File: src/include/emu_settings.svh
`ifndef EMU_SETTINGS_SVH
`define EMU_SETTINGS_SVH

// ##############################
// harness dimensions
// ##############################

// number of identical target slices.
`define EMU_SLICES          4

// width of a scan word and of a target data word.
`define EMU_WORD_WIDTH      64

// words in each slice ram.
`define EMU_RAM_DEPTH       4
`define EMU_RAM_ADDR_WIDTH  2

// width of the target step counter.
`define EMU_COUNT_WIDTH     32

`endif
File: src/hdl/emu_pkg.sv
`include "emu_settings.svh"

package emu_pkg;

    // ##############################
    // data types
    // ##############################

    // one scan or data word.
    typedef logic [`EMU_WORD_WIDTH-1:0] emu_word_t;

    // address into a slice ram.
    typedef logic [`EMU_RAM_ADDR_WIDTH-1:0] emu_ram_addr_t;

    // ##############################
    // per-cycle operation
    // ##############################

    typedef enum logic [2:0] {
        OP_HOLD         = 3'd0,     // target frozen, no scan.
        OP_STEP         = 3'd1,     // one target clock step.
        OP_TARGET_RESET = 3'd2,     // target registers back to zero.
        OP_FF_SHIFT     = 3'd3,     // ff chain moves by one word.
        OP_RAM_SHIFT    = 3'd4      // ram chain moves by one word.
    } emu_op_e;

endpackage

File: src/hdl/emu_ctrl_if.sv
`timescale 1ns/1ns

interface emu_ctrl_if;
    import emu_pkg::*;

    // decoded operation, same for every slice.
    emu_op_e       op;

    // ram scan address shared by all slices.
    emu_ram_addr_t ram_addr;

    // words entering the head slice of each chain.
    emu_word_t     ff_word;
    emu_word_t     ram_word;

    modport sequencer (
        output op,
        output ram_addr,
        output ff_word,
        output ram_word
    );

    modport target (
        input  op,
        input  ram_addr,
        input  ff_word,
        input  ram_word
    );

    // the status block only needs to see what happened.
    modport status (
        input  op
    );

endinterface

File: src/hdl/emu_top.sv
`timescale 1ns/1ns
`include "emu_settings.svh"

module emu_top (
    input  logic                        host_clk,
    input  logic                        reset,
    input  logic                        target_rst,
    input  logic                        run_mode,
    input  logic                        scan_mode,
    input  logic                        ff_scan,
    input  logic                        ff_dir,
    input  emu_pkg::emu_word_t          ff_sdi,
    output emu_pkg::emu_word_t          ff_sdo,
    input  logic                        ram_scan_reset,
    input  logic                        ram_scan,
    input  logic                        ram_dir,
    input  emu_pkg::emu_word_t          ram_sdi,
    output emu_pkg::emu_word_t          ram_sdo,
    output logic                        idle,
    output logic [`EMU_COUNT_WIDTH-1:0] cycle_count
);
    import emu_pkg::*;

    emu_ctrl_if ctrl ();

    // slice outputs, index 0 is the slice nearest the scan input.
    emu_word_t ff_chain  [`EMU_SLICES];
    emu_word_t ram_chain [`EMU_SLICES];

    emu_sequencer sequencer_i (
        .host_clk       (host_clk),
        .reset          (reset),
        .target_rst     (target_rst),
        .run_mode       (run_mode),
        .scan_mode      (scan_mode),
        .ff_scan        (ff_scan),
        .ff_dir         (ff_dir),
        .ff_sdi         (ff_sdi),
        .ff_loop        (ff_sdo),
        .ram_scan_reset (ram_scan_reset),
        .ram_scan       (ram_scan),
        .ram_dir        (ram_dir),
        .ram_sdi        (ram_sdi),
        .ram_loop       (ram_sdo),
        .ctrl           (ctrl.sequencer)
    );

    // ##############################
    // slice chain
    // ##############################

    for (genvar i = 0; i < `EMU_SLICES; i++) begin : g_slice
        emu_word_t ff_link;
        emu_word_t ram_link;

        if (i == 0) begin : g_head
            assign ff_link  = ctrl.ff_word;
            assign ram_link = ctrl.ram_word;
        end else begin : g_next
            assign ff_link  = ff_chain[i-1];
            assign ram_link = ram_chain[i-1];
        end

        emu_slice #(
            .SLICE_INDEX (i)
        ) slice_i (
            .host_clk (host_clk),
            .reset    (reset),
            .ctrl     (ctrl.target),
            .ff_in    (ff_link),
            .ram_in   (ram_link),
            .ff_out   (ff_chain[i]),
            .ram_out  (ram_chain[i])
        );
    end

    emu_status status_i (
        .host_clk    (host_clk),
        .reset       (reset),
        .ctrl        (ctrl.status),
        .ff_head     (ff_chain[`EMU_SLICES-1]),
        .ram_head    (ram_chain[`EMU_SLICES-1]),
        .ff_sdo      (ff_sdo),
        .ram_sdo     (ram_sdo),
        .idle        (idle),
        .cycle_count (cycle_count)
    );

endmodule

File: src/hdl/emu_status.sv
`timescale 1ns/1ns
`include "emu_settings.svh"

module emu_status (
    input  logic                        host_clk,
    input  logic                        reset,
    emu_ctrl_if.status                  ctrl,
    input  emu_pkg::emu_word_t          ff_head,
    input  emu_pkg::emu_word_t          ram_head,
    output emu_pkg::emu_word_t          ff_sdo,
    output emu_pkg::emu_word_t          ram_sdo,
    output logic                        idle,
    output logic [`EMU_COUNT_WIDTH-1:0] cycle_count
);
    import emu_pkg::*;

    // chain heads are visible without a register stage.
    assign ff_sdo  = ff_head;
    assign ram_sdo = ram_head;

    // ##############################
    // step counter
    // ##############################

    always_ff @(posedge host_clk) begin
        if (reset || ctrl.op == OP_TARGET_RESET) begin
            cycle_count <= '0;
        end else if (ctrl.op == OP_STEP) begin
            cycle_count <= cycle_count + 1'b1;
        end
    end

    // ##############################
    // idle flag
    // ##############################

    // reflects the op of the previous cycle.
    always_ff @(posedge host_clk) begin
        if (reset) begin
            idle <= 1'b1;
        end else begin
            idle <= (ctrl.op == OP_HOLD);
        end
    end

endmodule

File: src/hdl/emu_slice.sv
`timescale 1ns/1ns
`include "emu_settings.svh"

module emu_slice #(
    parameter int SLICE_INDEX = 0
) (
    input  logic               host_clk,
    input  logic               reset,
    emu_ctrl_if.target         ctrl,
    input  emu_pkg::emu_word_t ff_in,
    input  emu_pkg::emu_word_t ram_in,
    output emu_pkg::emu_word_t ff_out,
    output emu_pkg::emu_word_t ram_out
);
    import emu_pkg::*;

    localparam emu_word_t     STEP_INC  = emu_word_t'(SLICE_INDEX + 1);
    localparam emu_ram_addr_t LAST_ADDR = emu_ram_addr_t'(`EMU_RAM_DEPTH - 1);

    // ##############################
    // target state
    // ##############################

    emu_word_t     acc;
    emu_ram_addr_t ptr;
    emu_word_t     mem [`EMU_RAM_DEPTH];

    emu_word_t     mem_at_ptr;
    emu_ram_addr_t ptr_next;

    assign mem_at_ptr = mem[ptr];
    assign ptr_next   = (ptr == LAST_ADDR) ? '0 : ptr + 1'b1;

    // ##############################
    // accumulator and pointer
    // ##############################

    always_ff @(posedge host_clk) begin
        if (reset) begin
            acc <= '0;
            ptr <= '0;
        end else begin
            case (ctrl.op)
                OP_STEP: begin
                    acc <= acc + mem_at_ptr + STEP_INC;  // wraps at the word width.
                    ptr <= ptr_next;
                end
                OP_TARGET_RESET: begin
                    acc <= '0;
                    ptr <= '0;
                end
                OP_FF_SHIFT: begin
                    // acc is the input side, ptr the output side of this slice.
                    acc <= ff_in;
                    ptr <= acc[`EMU_RAM_ADDR_WIDTH-1:0];
                end
                default: begin
                    acc <= acc;
                    ptr <= ptr;
                end
            endcase
        end
    end

    // ##############################
    // slice ram
    // ##############################

    always_ff @(posedge host_clk) begin
        if (reset) begin
            for (int w = 0; w < `EMU_RAM_DEPTH; w++) begin
                mem[w] <= '0;
            end
        end else if (ctrl.op == OP_STEP) begin
            mem[ptr] <= acc;                     // old acc, before this step.
        end else if (ctrl.op == OP_RAM_SHIFT) begin
            mem[ctrl.ram_addr] <= ram_in;
        end
    end

    // the pointer leaves the chain zero extended.
    assign ff_out  = emu_word_t'(ptr);
    assign ram_out = mem[ctrl.ram_addr];

endmodule

File: src/hdl/emu_sequencer.sv
`timescale 1ns/1ns
`include "emu_settings.svh"

module emu_sequencer (
    input  logic               host_clk,
    input  logic               reset,
    input  logic               target_rst,
    input  logic               run_mode,
    input  logic               scan_mode,
    input  logic               ff_scan,
    input  logic               ff_dir,
    input  emu_pkg::emu_word_t ff_sdi,
    input  emu_pkg::emu_word_t ff_loop,
    input  logic               ram_scan_reset,
    input  logic               ram_scan,
    input  logic               ram_dir,
    input  emu_pkg::emu_word_t ram_sdi,
    input  emu_pkg::emu_word_t ram_loop,
    emu_ctrl_if.sequencer      ctrl
);
    import emu_pkg::*;

    localparam emu_ram_addr_t LAST_ADDR = emu_ram_addr_t'(`EMU_RAM_DEPTH - 1);

    emu_op_e       op;
    emu_ram_addr_t ram_addr;

    // ##############################
    // opcode decode
    // ##############################

    // target reset wins, then scan, then run.
    always_comb begin
        if (target_rst) begin
            op = OP_TARGET_RESET;
        end else if (scan_mode) begin
            if (ff_scan) begin
                op = OP_FF_SHIFT;
            end else if (ram_scan) begin
                op = OP_RAM_SHIFT;
            end else begin
                op = OP_HOLD;
            end
        end else if (run_mode) begin
            op = OP_STEP;
        end else begin
            op = OP_HOLD;
        end
    end

    // ##############################
    // ram scan address
    // ##############################

    always_ff @(posedge host_clk) begin
        if (reset) begin
            ram_addr <= '0;
        end else if (scan_mode && ram_scan_reset) begin
            ram_addr <= '0;
        end else if (op == OP_RAM_SHIFT) begin
            // wraps after the last word of a slice.
            if (ram_addr == LAST_ADDR) begin
                ram_addr <= '0;
            end else begin
                ram_addr <= ram_addr + 1'b1;
            end
        end
    end

    assign ctrl.op       = op;
    assign ctrl.ram_addr = ram_addr;

    // low dir recirculates the chain output for a non-destructive scan.
    assign ctrl.ff_word  = ff_dir ? ff_sdi : ff_loop;
    assign ctrl.ram_word = ram_dir ? ram_sdi : ram_loop;

endmodule

File: config.mk
export PLATFORM = sky130hd
export DESIGN_NAME = emu_top
export DESIGN_NICKNAME = d
export VERILOG_FILES = /design/src/hdl/emu_pkg.sv /design/src/hdl/emu_ctrl_if.sv /design/src/hdl/emu_top.sv /design/src/hdl/emu_status.sv /design/src/hdl/emu_slice.sv /design/src/hdl/emu_sequencer.sv
export VERILOG_INCLUDE_DIRS = /design/src /design/src/include
export SDC_FILE = /design/constraint.sdc
export NUM_CORES = 2
export LEC_CHECK = 0
export BUFFER_PORTS_ARGS = -buffer_cell sky130_fd_sc_hd__buf_2
export CAP_MARGIN = 15
export CORE_MARGIN = 1
export CORE_UTILIZATION = 45
export CTS_CLUSTER_SIZE = 25
export DETAILED_ROUTE_END_ITERATION = 7
export PLACE_DENSITY = 0.63
export SYNTH_ARGS = -nofsm -noshare
export SYNTH_HDL_FRONTEND = slang
export SYNTH_SLANG_ARGS = --single-unit
export TNS_END_PERCENT = 10
File: constraint.sdc
create_clock -name host_clk -period 11.3 [get_ports host_clk]
set_clock_uncertainty 0.1 [all_clocks]
set_input_delay 1.695 -clock host_clk [delete_from_list [all_inputs] [get_ports host_clk]]
set_output_delay 1.695 -clock host_clk [all_outputs]
set_load 0.1 [all_outputs]
==> impl_metrics.ini <==
[clock_tree]
post_cts.resized_instances = 0
tritoncts_num_sinks = 1333
clock-root-buffer = sky130_fd_sc_hd__clkbuf_16
max_root_sink_buffers = 3
clock_tree.htree_level_count = 4
clk-insertion-delay-late_ps = 810
cts_hold_repair.buffers = 0
postCtsSetupBuffers = 0
tritoncts = built
clk_pin_slew_worst_paths_ps = 70
cts_inserted_buffers = 145

[die]
placement_rows = 152
core-area_um2 = 172000
initial_utilization_pct = 45.4
design.die.area_um2 = 175000
die_w_um = 418
die-height_um = 418
io_pins = 299

[synthesis]
synthMuxAreaShare_pct = 15.7
cells_after_synth = 6819
syn_area_um2 = 77900
synth.lib_cells_used.distinct = 89
cell_type_with_the_highest_aggregate_area_in_the_netlist = sky130_fd_sc_hd__edfxtp_1
synth_sequential_area_ratio_pct = 47.4
synth_top_cells_by_area = sky130_fd_sc_hd__edfxtp_1 (39%), sky130_fd_sc_hd__mux4_2 (15%), sky130_fd_sc_hd__dfxtp_1 (7.9%)
synth_compound_gate_area_share_pct = 12.2
yosys_warnings = 0
yosys.area_share.adder_pct = 7.23
synth_top_family_by_area = multiplexers
synth-simple-area-share_pct = 10.1
synth_seq_cells = 1333
synth_enable_flop_cells = 1024
postSynth.asyncResetShare_pct = 0
post_synth.cell_area_avg_um2 = 11.4
yosys_most_used_dff = sky130_fd_sc_hd__edfxtp_1
synth_xor_xnor_area_share_pct = 2.90
yosys.area.top_type_share_pct = 39.5

[routing]
drt-wirelength-per-cell_um = 26.4
drt_wl_total_mm = 244
routed-via-count = 56900
drt-vias-per-instance = 6.14
drt_pre_antenna_iters = 8
drt_drc_violations_left = 1
drt.antenna.violating_nets = 0
drt_iter0_drc = 6793

[final_layout]
post_layout_cell_count = 9263
mostFrequentLayoutCell = sky130_fd_sc_hd__nor2_1
layout-area-overhead-vs-synth_pct = 10.5
nets = 7410
drive_above_1_share_pct = 16.5
post-route-util_pct = 50.1
layout.filler_cells = 15100
final_cell_mix = sky130_fd_sc_hd__nor2_1 (1055), sky130_fd_sc_hd__edfxtp_1 (1024), sky130_fd_sc_hd__mux4_2 (512), sky130_fd_sc_hd__ha_1 (444), sky130_fd_sc_hd__a21oi_1 (396)

[sta]
timing.slew.headroom_pct = 6.28
worst_slew_pin_slew_ps = 1370
rsz_0062_raised_after_global_routing = false
timing.final.max_slew_violations = 0
layout_worst_path_cycle_share_pct = 56.9
setup_viol = 0
fmax_mhz = 156
final.min_clock_period_ps = 6430
totalNegativeSetupSlack_ps = 0
finalHoldViolations = 0

[global_routing]
grt_start_max_net_pins = 146
grt_pass1_vias = 55700
antenna_violations_before_repair = 12
grt_total_ovfl = 0
track_usage_pct = 27.6
wire_length_of_the_first_global_routing_pass_mm = 360

[setup_path]
timing.critical_path.arrival_ps = 6990
setup_crit_end_kind = flop
start_kind = flop
r2r_setup_slack_ps = 4870
endpoint_required_time_on_the_critical_path_ps = 11860
worstSetupPathType = reg -> reg
cp_max_fo = 36

[power_and_ir_drop]
p_total_w = 0.0120
power.density_cell_area_nw_per_um2 = 140
power_leakage_nw = 33.7
vdd.ir_drop.worst_v = 0.000171

[placement]
globalplace.congestion = 0.957
placed_cells = 8979
io_buffer_count = 236
place_hpwl_mm = 168

[run_status]
failed_checks = DRC
run_status = finished, violations left

[flow_run]
maxCapViolCount = 0

[hold_path]
hold_path.class = reg -> reg
[power by group]
group          internal [W]  switching [W]
registers           0.00547       0.000125
logic              0.000468       0.000987
clock network       0.00290        0.00207
total               0.00884        0.00319
[cell families after synthesis]
logic type | count (synthesis)
compound gates | 1476
xor+xnor | 258
fa+ha+maj | 448
buf+inv | 856
flops | 1333
mux | 584
other cells | 1
simple gates | 1863
[critical path, stage by stage (launching register included)]
cell                      delay, ps
sky130_fd_sc_hd__dfxtp_4        930
sky130_fd_sc_hd__buf_4          650
sky130_fd_sc_hd__mux4_2         580
sky130_fd_sc_hd__ha_1           410
sky130_fd_sc_hd__nand2_1        130
sky130_fd_sc_hd__o21ai_0        350
sky130_fd_sc_hd__a21oi_1        140
sky130_fd_sc_hd__nor4b_1        980
sky130_fd_sc_hd__o21ai_1        270
sky130_fd_sc_hd__a21oi_1        530
sky130_fd_sc_hd__a41oi_2        300
sky130_fd_sc_hd__o21ai_2        270
sky130_fd_sc_hd__a22o_1         190
sky130_fd_sc_hd__o21a_1         140
sky130_fd_sc_hd__o21ai_0         90
sky130_fd_sc_hd__nor4b_1        180
[per-layer routing]
| metal | vias up | part of all wire [%] | GRT usage [%] |
|---|---|---|---|
| met5 | - | 0 | 0 |
| met4 | 0 | 3.9 | 10.5 |
| met3 | 374 | 8.8 | 4.87 |
| met2 | 2488 | 46 | 43.5 |
| met1 | 28600 | 41 | 38.1 |
| li1 | 25500 | - | - |
[synthesized netlist by cell type, types with 36 or more instances]
| master | number |
|---|---|
| sky130_fd_sc_hd__o21a_1 | 38 |
| sky130_fd_sc_hd__a221oi_1 | 36 |
| sky130_fd_sc_hd__a22oi_1 | 202 |
| sky130_fd_sc_hd__nor3_1 | 80 |
| sky130_fd_sc_hd__a21o_1 | 160 |
| sky130_fd_sc_hd__mux2i_1 | 70 |
| sky130_fd_sc_hd__o21bai_1 | 54 |
| sky130_fd_sc_hd__mux4_2 | 512 |
| sky130_fd_sc_hd__buf_1 | 77 |
| sky130_fd_sc_hd__a21oi_1 | 402 |
| sky130_fd_sc_hd__xor2_1 | 118 |
| sky130_fd_sc_hd__a31oi_1 | 38 |
| sky130_fd_sc_hd__edfxtp_1 | 1024 |
| sky130_fd_sc_hd__ha_1 | 444 |
| sky130_fd_sc_hd__o21ai_0 | 323 |
| sky130_fd_sc_hd__clkbuf_1 | 371 |
| sky130_fd_sc_hd__nand2_1 | 386 |
| sky130_fd_sc_hd__nand3_1 | 67 |
| sky130_fd_sc_hd__xnor2_1 | 140 |
| sky130_fd_sc_hd__buf_4 | 64 |
| sky130_fd_sc_hd__dfxtp_1 | 309 |
| sky130_fd_sc_hd__nor2_1 | 1066 |
| sky130_fd_sc_hd__inv_1 | 337 |
| sky130_fd_sc_hd__nand2b_1 | 41 |
| sky130_fd_sc_hd__nand4_1 | 80 |
[cell type report]
cell class	instances	area, um2	share of cell area (%)
clock buffer	184	3980	4.62
timing repair buffer	316	1930	2.24
multi-input combinational	4691	38100	44.2
clock inverter	86	971	1.13
tap	2310	2890	3.36
antenna	6	15.0	0.0174
sequential	1333	37000	42.9
inverter	337	1260	1.47
[worst paths after layout]
kind,startpoint,end,cells past startpoint
max reg2reg,flop,g_slice[0].slice_i.acc[60],15
min reg2reg,g_slice[1].slice_i.acc[58],g_slice[1].slice_i.acc[58],2
max,flop,g_slice[0].slice_i.acc[60],15
min,g_slice[1].slice_i.acc[58],g_slice[1].slice_i.acc[58],2
[per-stage QoR]
stage	hold slack (ps)	worst slack, ps	instance area (um2)
final	372	4870	86100
after floorplan	343	4680	78200
after CTS	369	4880	86000
after detailed placement	360	4550	81000
after global placement	355	4620	81000
after global routing	397	4450	86100
[registers in the layout (all words and copies together), names as in the netlist, named ones only]
name and count:
g_slice.slice_i.mem 1024, status_i.idle 1, sequencer_i.ctrl.ram_addr 2, g_slice.slice_i.ptr 8, status_i.cycle_count 32, g_slice.slice_i.acc 256
Power figures use the tool's default switching activity.
